<file path="config.mk">
export PLATFORM = sky130hd
export DESIGN_NAME = exu_ecl
export DESIGN_NICKNAME = d
export VERILOG_FILES = /design/src/hdl/ecl_pkg.sv /design/src/hdl/ecl_decode.sv /design/src/hdl/alu_lane.sv /design/src/hdl/csr_lane.sv /design/src/hdl/rd_writeback.sv /design/src/hdl/exu_ecl.sv
export VERILOG_INCLUDE_DIRS = /design/src /design/src/hdl
export SDC_FILE = /design/constraint.sdc
export NUM_CORES = 1
export LEC_CHECK = 0
export BUFFER_PORTS_ARGS = -buffer_cell sky130_fd_sc_hd__buf_2
export CAP_MARGIN = 20
export CORE_MARGIN = 2
export CORE_UTILIZATION = 25
export CTS_CLUSTER_DIAMETER = 50
export DETAILED_ROUTE_END_ITERATION = 12
export REMOVE_ABC_BUFFERS = 1
export SETUP_SLACK_MARGIN = 0.4
export SYNTH_ARGS = -nofsm -noshare
export SYNTH_HDL_FRONTEND = slang
export SYNTH_SLANG_ARGS = --single-unit
</file>
<file path="constraint.sdc">
create_clock -name clk -period 2.1 [get_ports clk]
set_input_delay 0.42 -clock clk [delete_from_list [all_inputs] [get_ports clk]]
set_output_delay 0.42 -clock clk [all_outputs]
set_load 0.02 [all_outputs]
</file>
<file path="src/hdl/ecl_params.svh">
`ifndef ECL_PARAMS_SVH
`define ECL_PARAMS_SVH

// data path and address widths
`define GRLEN       32
`define REG_ADDR_W  5
`define CSR_ADDR_W  14
`define ALU_CODE_W  4

// instruction field positions
`define INST_RD_LSB   0
`define INST_RJ_LSB   5
`define INST_RK_LSB   10
`define INST_CSR_LSB  10

`endif

</file>
<file path="src/hdl/ecl_pkg.sv">
`include "ecl_params.svh"

`default_nettype none

package ecl_pkg;

   typedef logic [`GRLEN-1:0]      word_t;
   typedef logic [`REG_ADDR_W-1:0] reg_addr_t;
   typedef logic [`CSR_ADDR_W-1:0] csr_addr_t;

   // opaque to the ECL, the ALU decodes it
   typedef logic [`ALU_CODE_W-1:0] alu_code_t;

   // predecoded operation from the fetch stage
   typedef struct packed {
      logic      csr_related;
      logic      csr_write;
      logic      csr_xchg;
      logic      rd_to_rj;
      logic      rd_read;
      logic      pc_related;
      logic      imm_used;
      alu_code_t alu_code;
   } decode_op_t;

endpackage

`default_nettype wire

</file>
<file path="src/hdl/ecl_decode.sv">
`include "ecl_params.svh"

`default_nettype none

module ecl_decode (
   input  wire logic               valid_d,
   input  wire logic [31:0]        inst_d,
   input  ecl_pkg::word_t          pc_d,
   input  ecl_pkg::decode_op_t     op_d,
   input  ecl_pkg::word_t          imm_d,
   input  ecl_pkg::word_t          rs1_data_d,
   input  ecl_pkg::word_t          rs2_data_d,
   input  wire logic               rf_wen_d,
   output ecl_pkg::reg_addr_t      rs1_d,
   output ecl_pkg::reg_addr_t      rs2_d,
   output logic                    alu_go_d,
   output logic                    csr_go_d,
   output logic                    alu_wen_d,
   output logic                    csr_rdwen_d,
   output logic                    csr_wen_d,
   output logic                    csr_xchg_d,
   output logic                    imm_used_d,
   output ecl_pkg::word_t          opa_d,
   output ecl_pkg::word_t          opb_d,
   output ecl_pkg::alu_code_t      alu_op_d,
   output ecl_pkg::csr_addr_t      csr_raddr_d
);
   import ecl_pkg::*;

   reg_addr_t rd_fld;
   reg_addr_t rj_fld;
   reg_addr_t rk_fld;

   ///////////////////////////////////////////////////////////////////////
   // dispatch, exactly one lane per valid instruction
   assign csr_go_d = valid_d & op_d.csr_related;
   assign alu_go_d = valid_d & ~op_d.csr_related;

   assign alu_wen_d   = rf_wen_d & alu_go_d;
   assign csr_rdwen_d = rf_wen_d & csr_go_d;
   assign csr_wen_d   = (op_d.csr_write | op_d.csr_xchg) & csr_go_d;
   assign csr_xchg_d  = op_d.csr_xchg & csr_go_d;

   ///////////////////////////////////////////////////////////////////////
   // register and csr addresses
   assign rd_fld = inst_d[`INST_RD_LSB +: `REG_ADDR_W];
   assign rj_fld = inst_d[`INST_RJ_LSB +: `REG_ADDR_W];
   assign rk_fld = inst_d[`INST_RK_LSB +: `REG_ADDR_W];

   // pc operand reads r0 so nothing is forwarded onto it
   assign rs1_d = op_d.pc_related ? '0 : (op_d.rd_to_rj ? rd_fld : rj_fld);
   assign rs2_d = op_d.rd_read ? rd_fld : rk_fld;

   assign csr_raddr_d = inst_d[`INST_CSR_LSB +: `CSR_ADDR_W];

   // operand pre-selection
   assign imm_used_d = op_d.imm_used & alu_go_d;
   assign opa_d      = op_d.pc_related ? pc_d : rs1_data_d;
   assign opb_d      = imm_used_d ? imm_d : rs2_data_d;
   assign alu_op_d   = op_d.alu_code;

endmodule

`default_nettype wire

</file>
<file path="src/hdl/alu_lane.sv">
`default_nettype none

module alu_lane (
   input  wire logic               clk,
   input  wire logic               rst_n,
   input  wire logic               alu_go_d,
   input  wire logic               alu_wen_d,
   input  wire logic               imm_used_d,
   input  ecl_pkg::reg_addr_t      rs1_d,
   input  ecl_pkg::reg_addr_t      rs2_d,
   input  ecl_pkg::word_t          opa_d,
   input  ecl_pkg::word_t          opb_d,
   input  ecl_pkg::alu_code_t      alu_op_d,
   input  ecl_pkg::word_t          alu_res_e,
   input  ecl_pkg::reg_addr_t      rd_m,
   input  ecl_pkg::reg_addr_t      rd_w,
   input  wire logic               wen_m,
   input  wire logic               wen_w,
   input  ecl_pkg::word_t          rd_data_m,
   input  ecl_pkg::word_t          rd_data_w,
   output ecl_pkg::word_t          alu_a_e,
   output ecl_pkg::word_t          alu_b_e,
   output ecl_pkg::alu_code_t      alu_op_e,
   output ecl_pkg::word_t          alu_res_m,
   output logic                    alu_wen_m
);
   import ecl_pkg::*;

   reg_addr_t rs1_e;
   reg_addr_t rs2_e;
   word_t     opa_e;
   word_t     opb_e;
   logic      imm_used_e;
   logic      alu_valid_e;
   logic      alu_wen_e;
   logic      fwd_a_m;
   logic      fwd_a_w;
   logic      fwd_b_m;
   logic      fwd_b_w;

   ///////////////////////////////////////////////////////////////////////
   // d to e
   always_ff @(posedge clk) begin
      rs1_e      <= rs1_d;
      rs2_e      <= rs2_d;
      opa_e      <= opa_d;
      opb_e      <= opb_d;
      alu_op_e   <= alu_op_d;
      imm_used_e <= imm_used_d;
   end

   always_ff @(posedge clk) begin
      if (!rst_n) begin
         alu_valid_e <= 1'b0;
         alu_wen_e   <= 1'b0;
      end else begin
         alu_valid_e <= alu_go_d;
         alu_wen_e   <= alu_wen_d;
      end
   end

   ///////////////////////////////////////////////////////////////////////
   // forwarding, m wins over w, r0 never matches
   assign fwd_a_m = wen_m && (rd_m != '0) && (rd_m == rs1_e);
   assign fwd_a_w = wen_w && (rd_w != '0) && (rd_w == rs1_e);
   assign fwd_b_m = !imm_used_e && wen_m && (rd_m != '0) && (rd_m == rs2_e);
   assign fwd_b_w = !imm_used_e && wen_w && (rd_w != '0) && (rd_w == rs2_e);

   // operands also feed the csr write data
   assign alu_a_e = fwd_a_m ? rd_data_m : (fwd_a_w ? rd_data_w : opa_e);
   assign alu_b_e = fwd_b_m ? rd_data_m : (fwd_b_w ? rd_data_w : opb_e);

   ///////////////////////////////////////////////////////////////////////
   // e to m
   always_ff @(posedge clk) begin
      if (alu_valid_e) begin
         alu_res_m <= alu_res_e;
      end
   end

   always_ff @(posedge clk) begin
      if (!rst_n) begin
         alu_wen_m <= 1'b0;
      end else begin
         alu_wen_m <= alu_wen_e;
      end
   end

endmodule

`default_nettype wire

</file>
<file path="src/hdl/csr_lane.sv">
`default_nettype none

module csr_lane (
   input  wire logic               clk,
   input  wire logic               rst_n,
   input  wire logic               csr_go_d,
   input  wire logic               csr_rdwen_d,
   input  wire logic               csr_wen_d,
   input  wire logic               csr_xchg_d,
   input  ecl_pkg::csr_addr_t      csr_raddr_d,
   input  ecl_pkg::word_t          csr_rdata_d,
   input  ecl_pkg::word_t          alu_a_e,
   input  ecl_pkg::word_t          alu_b_e,
   output ecl_pkg::word_t          csr_rdata_m,
   output logic                    csr_valid_m,
   output logic                    csr_rdwen_m,
   output ecl_pkg::csr_addr_t      csr_waddr_m,
   output ecl_pkg::word_t          csr_wdata_m,
   output logic                    csr_wen_m,
   output logic                    stall_req
);
   import ecl_pkg::*;

   word_t     csr_rdata_e;
   csr_addr_t csr_waddr_e;
   logic      csr_xchg_e;
   logic      csr_valid_e;
   logic      csr_rdwen_e;
   logic      csr_wen_e;

   // read data and write address, d to m
   always_ff @(posedge clk) begin
      csr_rdata_e <= csr_rdata_d;
      csr_rdata_m <= csr_rdata_e;
      csr_waddr_e <= csr_raddr_d;
      csr_waddr_m <= csr_waddr_e;
      csr_xchg_e  <= csr_xchg_d;
   end

   // exchange masks the old rd value with rj
   always_ff @(posedge clk) begin
      csr_wdata_m <= csr_xchg_e ? (alu_a_e & alu_b_e) : alu_b_e;
   end

   always_ff @(posedge clk) begin
      if (!rst_n) begin
         csr_valid_e <= 1'b0;
         csr_valid_m <= 1'b0;
         csr_rdwen_e <= 1'b0;
         csr_rdwen_m <= 1'b0;
         csr_wen_e   <= 1'b0;
         csr_wen_m   <= 1'b0;
      end else begin
         csr_valid_e <= csr_go_d;
         csr_valid_m <= csr_valid_e;
         csr_rdwen_e <= csr_rdwen_d;
         csr_rdwen_m <= csr_rdwen_e;
         csr_wen_e   <= csr_wen_d;
         csr_wen_m   <= csr_wen_e;
      end
   end

   ///////////////////////////////////////////////////////////////////////
   // fetch stall, set at decode, dropped once the write leaves e
   assign stall_req = csr_wen_d | csr_wen_e;

endmodule

`default_nettype wire

</file>
<file path="src/hdl/rd_writeback.sv">
`default_nettype none

module rd_writeback (
   input  wire logic               clk,
   input  wire logic               rst_n,
   input  ecl_pkg::reg_addr_t      rf_target_d,
   input  ecl_pkg::word_t          alu_res_m,
   input  wire logic               alu_wen_m,
   input  ecl_pkg::word_t          csr_rdata_m,
   input  wire logic               csr_valid_m,
   input  wire logic               csr_rdwen_m,
   output ecl_pkg::reg_addr_t      rd_m,
   output logic                    wen_m,
   output ecl_pkg::word_t          rd_data_m,
   output ecl_pkg::reg_addr_t      rd_w,
   output logic                    wen_w,
   output ecl_pkg::word_t          rd_data_w
);
   import ecl_pkg::*;

   reg_addr_t rd_e;

   // both lanes share one destination pipe
   always_ff @(posedge clk) begin
      rd_e <= rf_target_d;
      rd_m <= rd_e;
   end

   ///////////////////////////////////////////////////////////////////////
   // stage m merge
   assign wen_m     = alu_wen_m | csr_rdwen_m;
   assign rd_data_m = csr_valid_m ? csr_rdata_m : alu_res_m;

   // m to w
   always_ff @(posedge clk) begin
      rd_w      <= rd_m;
      rd_data_w <= rd_data_m;
   end

   always_ff @(posedge clk) begin
      if (!rst_n) begin
         wen_w <= 1'b0;
      end else begin
         wen_w <= wen_m;
      end
   end

endmodule

`default_nettype wire

</file>
<file path="src/hdl/exu_ecl.sv">
`default_nettype none

module exu_ecl (
   input  wire logic               clk,
   input  wire logic               rst_n,
   // fetch stage
   input  wire logic               valid_d,
   input  wire logic [31:0]        inst_d,
   input  ecl_pkg::word_t          pc_d,
   input  ecl_pkg::decode_op_t     op_d,
   input  ecl_pkg::word_t          imm_d,
   input  wire logic               rf_wen_d,
   input  ecl_pkg::reg_addr_t      rf_target_d,
   // register file read
   output ecl_pkg::reg_addr_t      rs1_d,
   output ecl_pkg::reg_addr_t      rs2_d,
   input  ecl_pkg::word_t          rs1_data_d,
   input  ecl_pkg::word_t          rs2_data_d,
   // csr file
   output ecl_pkg::csr_addr_t      csr_raddr_d,
   input  ecl_pkg::word_t          csr_rdata_d,
   output ecl_pkg::csr_addr_t      csr_waddr_m,
   output ecl_pkg::word_t          csr_wdata_m,
   output logic                    csr_wen_m,
   output logic                    stall_req,
   // alu
   output ecl_pkg::word_t          alu_a_e,
   output ecl_pkg::word_t          alu_b_e,
   output ecl_pkg::alu_code_t      alu_op_e,
   input  ecl_pkg::word_t          alu_res_e,
   // register file write
   output ecl_pkg::reg_addr_t      rd_w,
   output logic                    wen_w,
   output ecl_pkg::word_t          rd_data_w
);
   import ecl_pkg::*;

   logic      alu_go_d, csr_go_d, alu_wen_d, csr_rdwen_d, csr_wen_d, csr_xchg_d;
   logic      imm_used_d;
   word_t     opa_d, opb_d;
   alu_code_t alu_op_d;
   word_t     alu_res_m, csr_rdata_m, rd_data_m;
   logic      alu_wen_m, csr_valid_m, csr_rdwen_m, wen_m;
   reg_addr_t rd_m;

   ecl_decode u_decode (
      .valid_d, .inst_d, .pc_d, .op_d, .imm_d, .rs1_data_d, .rs2_data_d, .rf_wen_d,
      .rs1_d, .rs2_d, .alu_go_d, .csr_go_d, .alu_wen_d, .csr_rdwen_d, .csr_wen_d,
      .csr_xchg_d, .imm_used_d, .opa_d, .opb_d, .alu_op_d, .csr_raddr_d
   );

   alu_lane u_alu_lane (
      .clk, .rst_n, .alu_go_d, .alu_wen_d, .imm_used_d, .rs1_d, .rs2_d, .opa_d, .opb_d,
      .alu_op_d, .alu_res_e, .rd_m, .rd_w, .wen_m, .wen_w, .rd_data_m, .rd_data_w,
      .alu_a_e, .alu_b_e, .alu_op_e, .alu_res_m, .alu_wen_m
   );

   csr_lane u_csr_lane (
      .clk, .rst_n, .csr_go_d, .csr_rdwen_d, .csr_wen_d, .csr_xchg_d, .csr_raddr_d,
      .csr_rdata_d, .alu_a_e, .alu_b_e, .csr_rdata_m, .csr_valid_m, .csr_rdwen_m,
      .csr_waddr_m, .csr_wdata_m, .csr_wen_m, .stall_req
   );

   rd_writeback u_rd_writeback (
      .clk, .rst_n, .rf_target_d, .alu_res_m, .alu_wen_m, .csr_rdata_m, .csr_valid_m,
      .csr_rdwen_m, .rd_m, .wen_m, .rd_data_m, .rd_w, .wen_w, .rd_data_w
   );

endmodule

`default_nettype wire

</file>
==> results.ini, run 1 <==
[outcome]
status = finished, violations left
violations = negative setup slack

[routing]
drt_iter0_drc = 230
wl_per_cell_um = 19.5
drt_wl_total_mm = 37.3
vias = 8239
drcViolationCount = 0
drtPass1Iterations = 4
postRouteAntennaNets = 0
via_per_inst = 4.32

[timing]
hold_viol_final = 0
setup_tns_ns = -74.16
worst_slew_pin_slew_ns = 0.625
fin_skew_ns = 0.0168
fmax_mhz = 319
slew_headroom_pct = 57.1
period_share_pct = 150
worst_slack_ns = -1.04
rsz0062_at_grt = true
fin_crit_ns = 3.14
setup_violations = 96
drv_slew = 0

[cts]
clockBufferDepth = 3
path_clk_slew_ns = 0.06
clkSinkCount = 293
cts_buffers = 39
cts_tree = done
insertion_delay_ns = 0.54
clockRootBuffer = clkbuf_16
htreeDepth = 2

[die]
initial_utilization_pct = 25.5
io_pins = 422
fp.dieArea_sq_um = 41200
rows = 72
core-area_sq_um = 38800
die-width_um = 203
fp.dieH_um = 203

[critical_path]
reg2reg_depth = 17
regToRegSetupSlack_ns = -0.81
worstPathRequired_ns = 1.68
reg2reg_from = u_rd_writeback.rd_w[3]
path_cells = or4_4, buf_6, o21ai_4, nor4_4, buf_6, buf_12, buf_12, mux2i_2, mux2i_1, buf_4
cpPeakStageDelay_ns = 0.54
critPathMaxFanout = 6
crit_slowest_cell = or4_4
cp.arrival_ns = 2.72
critPathKind = register to output port
r2r_end = u_csr_lane.csr_wdata_m[2]
start_kind = register
cp-end-kind = output port

[grt]
grt_pass1_wl_mm = 52.3
grt_max_degree = 26
grt-ovfl-total = 0
grtUsageTotal_pct = 17.2
grt_pass1_vias = 8639
antenna_found_initial = 0

[pwr]
vdd_ir_drop_max_uv = 509
p_leak_nw = 7.50
p_per_area_nw_per_um2 = 847

[finish]
fin_nets = 1606
design_area_sq_um = 17400
antenna_cells = 0
final_core_util_pct = 44.7
drive_gt1_share_pct = 62.5
syn2layout_area_growth_pct = 75.3
stdcell_count = 1909
num-fill-cells = 3425

[place]
dp_hpwl_mm = 24.0
io_buffers = 413
gp_congestion = 0.780
place_inst = 1699
dpl_cell_area_sq_um = 13200

[logic_synthesis]
synth_cell_types = 39
syn_avg_cell_area_sq_um = 13.4
ys_ff_latch = 293
synth_area_sq_um = 9900
synthCells = 739
yosys_warnings = 0
ys_seq_area_share_pct = 62.5

[worst_hold_path]
hp-class = input pin to register
hold_path_depth = 1
hold_start = alu_res_e[6]
hold_end = u_alu_lane.alu_res_m[6]

[flow_run]
drv_cap = 0

[power breakdown]
group	switching (W)	leakage (nW)	internal [W]
clock	0.00261	0.639	0.00398
combinational	0.000964	4.36	0.00101
sequential	0.000152	2.49	0.00599
[worst max-delay path: cells and delay by family (launching register included)]
family,cells,cell delay (ns)
flip-flops,1,0.31
AND/OR/NAND/NOR,2,0.60
multiplexers,2,0.35
buffers and inverters,5,0.77
AO/OA/AOI/OAI,1,0.13
[flip-flops by register name (all words and copies together), names as in the netlist, 14 cells and up]
signal and cells:
u_alu_lane.alu_res_m 32, u_alu_lane.opa_e 32, u_rd_writeback.rd_data_w 32, u_csr_lane.csr_waddr_m 14, u_csr_lane.csr_wdata_m 32, u_csr_lane.csr_rdata_e 32
u_csr_lane.csr_rdata_m 32, u_alu_lane.opb_e 32, u_csr_lane.csr_waddr_e 14
[timing repair]
item	in CTS	in global routing
gates resized for setup	207	139
pin swaps	27	28
hold endpoints to repair	55	0
setup endpoints to repair	98	97
buffers inserted	53	19
hold buffers	55	0
gates cloned	11	2
[per-layer routing]
layer / vias up / share of wire [%] / global-route usage [%]
met1: 3988 / 41 / 19.8
met2: 313 / 50 / 30.2
li1: 3870 / - / -
met5: - / 0 / 0
met3: 68 / 6.1 / 4.14
met4: 0 / 3.1 / 7.59
[area by class of cell]
cell class / instances / area (sq um) / area share, %
repair buffers: 636 / 4850 / 27.9
flip-flops and latches: 293 / 6210 / 35.8
multi-input cells: 358 / 4220 / 24.3
clock inverters: 17 / 169 / 0.973
well taps: 518 / 648 / 3.73
inverters: 34 / 128 / 0.735
clock buffers: 53 / 1130 / 6.52
[cells in the mapped netlist, drive strengths merged]
| cell type | n | area, sq um |
|---|---|---|
| a211oi | 33 | 348 |
| a21oi | 32 | 160 |
| a21boi | 28 | 210 |
| nand2 | 2 | 7.51 |
| and2 | 7 | 43.8 |
| nand3 | 2 | 10.0 |
| nor2 | 8 | 30.0 |
| o21ai | 1 | 8.76 |
| buf | 33 | 234 |
| inv | 34 | 128 |
| xor2 | 9 | 78.8 |
| dfxtp | 261 | 5230 |
| clkbuf | 21 | 78.8 |
| nor2b | 3 | 18.8 |
| xnor2 | 11 | 96.3 |
| or4 | 2 | 18.8 |
| edfxtp | 32 | 961 |
| a22o | 1 | 8.76 |
| o22ai | 1 | 12.5 |
| nor4 | 4 | 52.6 |
| a21o | 1 | 7.51 |
| mux2 | 69 | 777 |
| o211a | 1 | 17.5 |
| nand4 | 1 | 6.26 |
| nand2b | 1 | 6.26 |
| and4 | 1 | 8.76 |
| and3 | 7 | 43.8 |
| mux2i | 101 | 1010 |
| a221oi | 31 | 284 |
| o211ai | 1 | 7.51 |
[cells in the final DEF (no fill, tap or decap), drive strengths merged, types with 7 or more instances in the layout]
cell,count
buf,578
clkbuf,55
dlygate4sd3,55
a221oi,31
inv,45
and2,7
mux2i,101
mux2,69
edfxtp,32
nor2,8
a21boi,28
a211oi,33
dfxtp,261
and3,7
a21oi,32
xnor2,11
xor2,9
[worst max path at each step]
stage	cells past startpoint	slack, ns	endpoint	startpoint
after CTS	9	-1.04	alu_a_e[24]	u_rd_writeback.rd_w[3]
final	10	-1.04	alu_a_e[11]	u_rd_writeback.rd_w[3]
after detailed placement	9	-0.48	alu_a_e[17]	u_rd_writeback.rd_w[0]
after floorplan	4	-5.98	alu_b_e[0]	u_rd_writeback.rd_m[3]
after global placement	7	-0.45	alu_a_e[13]	u_rd_writeback.rd_m[3]
after global routing	9	-1.14	alu_a_e[8]	u_rd_writeback.rd_w[3]
[metrics by stage]
step	worst slack [ns]	power [W]	hold WS (ns)
after floorplan	-5.98	0.00691	0.310
after global placement	-0.450	0.00770	0.310
after detailed placement	-0.475	0.00771	0.312
after CTS	-1.04	0.0147	0.00109
after global routing	-1.14	0.0152	0.0138
final	-1.04	0.0147	0.0449
[logic make-up (layout without fill, tap and decap cells)]
| kind of cell | count (synthesis) | after routing | synth area share, % |
|---|---|---|---|
| buf+inv | 88 | 740 | 4.45 |
| flops | 293 | 293 | 62.5 |
| simple gates | 38 | 38 | 2.49 |
| xor+xnor | 20 | 20 | 1.77 |
| compound gates | 130 | 130 | 10.8 |
| mux | 170 | 170 | 18.1 |
Note: power is estimated with default switching activity, not from simulation.
==> run 2, diff against run 1 <==
GPL_TIMING_DRIVEN = 0   (was not set)
SYNTH_HIERARCHICAL = 1   (was not set)
==> run 2 against run 1 <==
The flow still finishes with violations (negative setup slack). Synthesized area grew 6.8%. Sequential share of layout area down 0.25 points. Sequential cell count stayed put. Maximum frequency shrank 1.5%. Synthesized cell count rose by 18%. Critical path type unchanged. Critical endpoint is now alu_b_e[16]. First-iteration DRC count is 120% higher. Setup slack got worse by 0.048 ns. Design area up 0.76%. Highest routed layer unchanged. Global-route usage increased by 0.74 points.
==> results.ini, run 2 <==
[outcome]
status = finished, violations left
violations = negative setup slack

[grt]
grt_pass1_vias = 9369
grt-ovfl-total = 0
antenna_found_initial = 1
grt_pass1_wl_mm = 58.0
grt_max_degree = 38
grtUsageTotal_pct = 17.9

[finish]
final_common_cell = buf_2
num-fill-cells = 3861
fin_nets = 1634
syn2layout_area_growth_pct = 65.4
final_cell_mix = buf_2 (355), dfxtp_1 (248), buf_6 (70), nor3_1 (60), mux2_4 (59)
stdcell_count = 1955
drive_gt1_share_pct = 58.2

[critical_path]
critPathKind = register to output port
reg2reg_depth = 6
critPathCapture = alu_b_e[16]
reg2reg_from = u_rd_writeback/rd_w[2]
cp.arrival_ns = 2.77
crit_path_start = u_rd_writeback/rd_w[2]
start_kind = register
worstPathRequired_ns = 1.68
r2r_end = u_csr_lane/csr_wdata_m[16]
critPathMaxFanout = 14
cp-end-kind = output port
regToRegSetupSlack_ns = -0.30

[pwr]
p_leak_nw = 7.34
p_per_area_nw_per_um2 = 842
seqPwrFrac_pct = 41.8
p_clk_share_pct = 41.3
power_switching_share_pct = 26.7
vdd_ir_drop_max_uv = 535
totalPowerFinal_w = 0.0147
p_sw_w = 0.00393
combinationalPowerShare_pct = 16.8
internal_power_w = 0.0108

[die]
die-width_um = 210
rows = 75
fp.dieArea_sq_um = 44000
io_pins = 422
fp.dieH_um = 210
core-area_sq_um = 41900
initial_utilization_pct = 25.3

[cts]
cts_buffers = 36
cts_tree = done
path_clk_slew_ns = 0.06
htreeDepth = 2
insertion_delay_ns = 0.54
clkSinkCount = 293
clockBufferDepth = 3
clockRootBuffer = clkbuf_16

[logic_synthesis]
synth_top_area_cell = dfxtp_1
ys_top_cells_by_count = dfxtp_1 (261), nor3_1 (65), a31oi_1 (64), mux2_4 (59), mux2_2 (42)
yosys_warnings = 6
synth_top_flop_cell = dfxtp_1
synth_cell_types = 39
syn_avg_cell_area_sq_um = 12.1
synth_top_area_share_pct = 49.4
ys_seq_area_share_pct = 58.5
synth_area_leaders = dfxtp_1 (49%), edfxtp_1 (9.1%), mux2_4 (8.4%)
synth.most_common_cell = dfxtp_1
synthCells = 871
synth_area_sq_um = 10600
ys_ff_latch = 293
synth_edf_count = 32
async_reset_ff_share_pct = 0

[routing]
drtPass1Iterations = 5
vias = 9310
drt_iter0_drc = 512
postRouteAntennaNets = 0
drcViolationCount = 0
via_per_inst = 4.76
wl_per_cell_um = 24.2
drt_wl_total_mm = 47.2

[place]
io_buffers = 413
place_inst = 1756
dp_hpwl_mm = 27.1
gp_congestion = 0.781
post-place-ws_ns = -1.66

[timing]
worst_slack_ns = -1.09
fmax_mhz = 314
worst_slew_pin_slew_ns = 0.859
slew_headroom_pct = 42.7
fin_skew_ns = 0.0254
fin_crit_ns = 3.19
rsz0062_at_grt = true
hold_viol_final = 0
period_share_pct = 152
setup_tns_ns = -63.45
whs_ns = 0.0562
setup_violations = 96
drv_slew = 0

[worst_hold_path]
hp-class = input pin to register

[flow_run]
drv_cap = 0

[run 2: cell types whose count changed after synthesis, sizes merged, moves of 19 or more]
cell / change
mux2: +32
nand3: +30
mux2i: -96
nor3: +65
a31oi: +64
clkbuf: +19
a221oi: -31
a21oi: -32
nand4: +34
o21ai: +31
o31ai: +32
a211oi: -32
[run 2: power groups by stage]
| stage | combinational (W) | clock (W) | sequential (W) |
|---|---|---|---|
| after floorplan | 0.000702 | 0 | 0.00635 |
| after global placement | 0.00158 | 0 | 0.00625 |
| after detailed placement | 0.00170 | 0 | 0.00624 |
| after CTS | 0.00199 | 0.00621 | 0.00613 |
| after global routing | 0.00258 | 0.00644 | 0.00618 |
| final | 0.00248 | 0.00609 | 0.00616 |
[run 2: layer usage]
| layer | track usage (%) | part of all wire, % | up-vias | wire length [um] |
|---|---|---|---|---|
| met5 | 0 | 0 | - | 0 |
| met4 | 9.54 | 4.1 | 0 | 1930 |
| met3 | 3.94 | 7.2 | 117 | 3400 |
| met2 | 30.3 | 48 | 493 | 22800 |
| met1 | 21.3 | 40 | 4516 | 19100 |
| li1 | - | - | 4184 | - |
[run 2: how the worst min path moves through the flow]
stage                     slack (ns)                  startpoint                          to  cells after the start
after floorplan                 0.31   u_csr_lane/csr_rdata_e[0]   u_csr_lane/csr_rdata_m[0]                      0
final                           0.06               alu_res_e[30]    u_alu_lane/alu_res_m[30]                      1
after global routing            0.04               alu_res_e[30]    u_alu_lane/alu_res_m[30]                      1
after detailed placement        0.31  u_csr_lane/csr_rdata_e[16]  u_csr_lane/csr_rdata_m[16]                      0
after global placement          0.31  u_csr_lane/csr_waddr_e[13]  u_csr_lane/csr_waddr_m[13]                      0
after CTS                       0.02               alu_res_e[30]    u_alu_lane/alu_res_m[30]                      1
[run 2: critical path: stages (launching register included)]
cell,delay (ns)
dfxtp_2,0.46
clkinvlp_4,0.20
a211o_4,0.43
buf_12,0.17
o21ai_0,0.58
a31oi_4,0.19
buf_6,0.17
[run 2: what timing repair did]
item                       4_1_cts  5_1_grt
setup endpoints to repair      102       97
hold endpoints to repair        55        0
setup buffers                   36       30
cloned                           4       10
pin swaps                       15       16
gates resized for setup         88      233
hold buffers                    55        0
[run 2: final cells by class]
| type | count | area (sq um) | area share [%] |
|---|---|---|---|
| multi-input cells | 465 | 5030 | 28.8 |
| flip-flops and latches | 293 | 6210 | 35.5 |
| diodes | 1 | 2.50 | 0.0143 |
| repair buffers | 560 | 4290 | 24.5 |
| inverters | 34 | 131 | 0.751 |
| clock inverters | 13 | 138 | 0.787 |
| well taps | 539 | 674 | 3.86 |
| clock buffers | 50 | 1010 | 5.80 |
[run 2: cells by family (layout without fill, tap and decap cells)]
| family | after synthesis | in the layout | share of synthesized area [%] |
|---|---|---|---|
| other cells | 0 | 1 | 0 |
| compound gates | 168 | 169 | 11.6 |
| buf+inv | 120 | 657 | 6.26 |
| mux | 106 | 106 | 13.3 |
| flops | 293 | 293 | 58.5 |
| simple gates | 164 | 170 | 8.64 |
| xor+xnor | 20 | 20 | 1.66 |
[run 2: per-stage QoR]
stage / cell area [sq um] / util, %
global placement: 12800 / 30.5
finish: 17500 / 41.8
detailed placement: 13200 / 31.5
global route: 17500 / 41.8
floorplan: 10000 / -
CTS: 15800 / 37.7
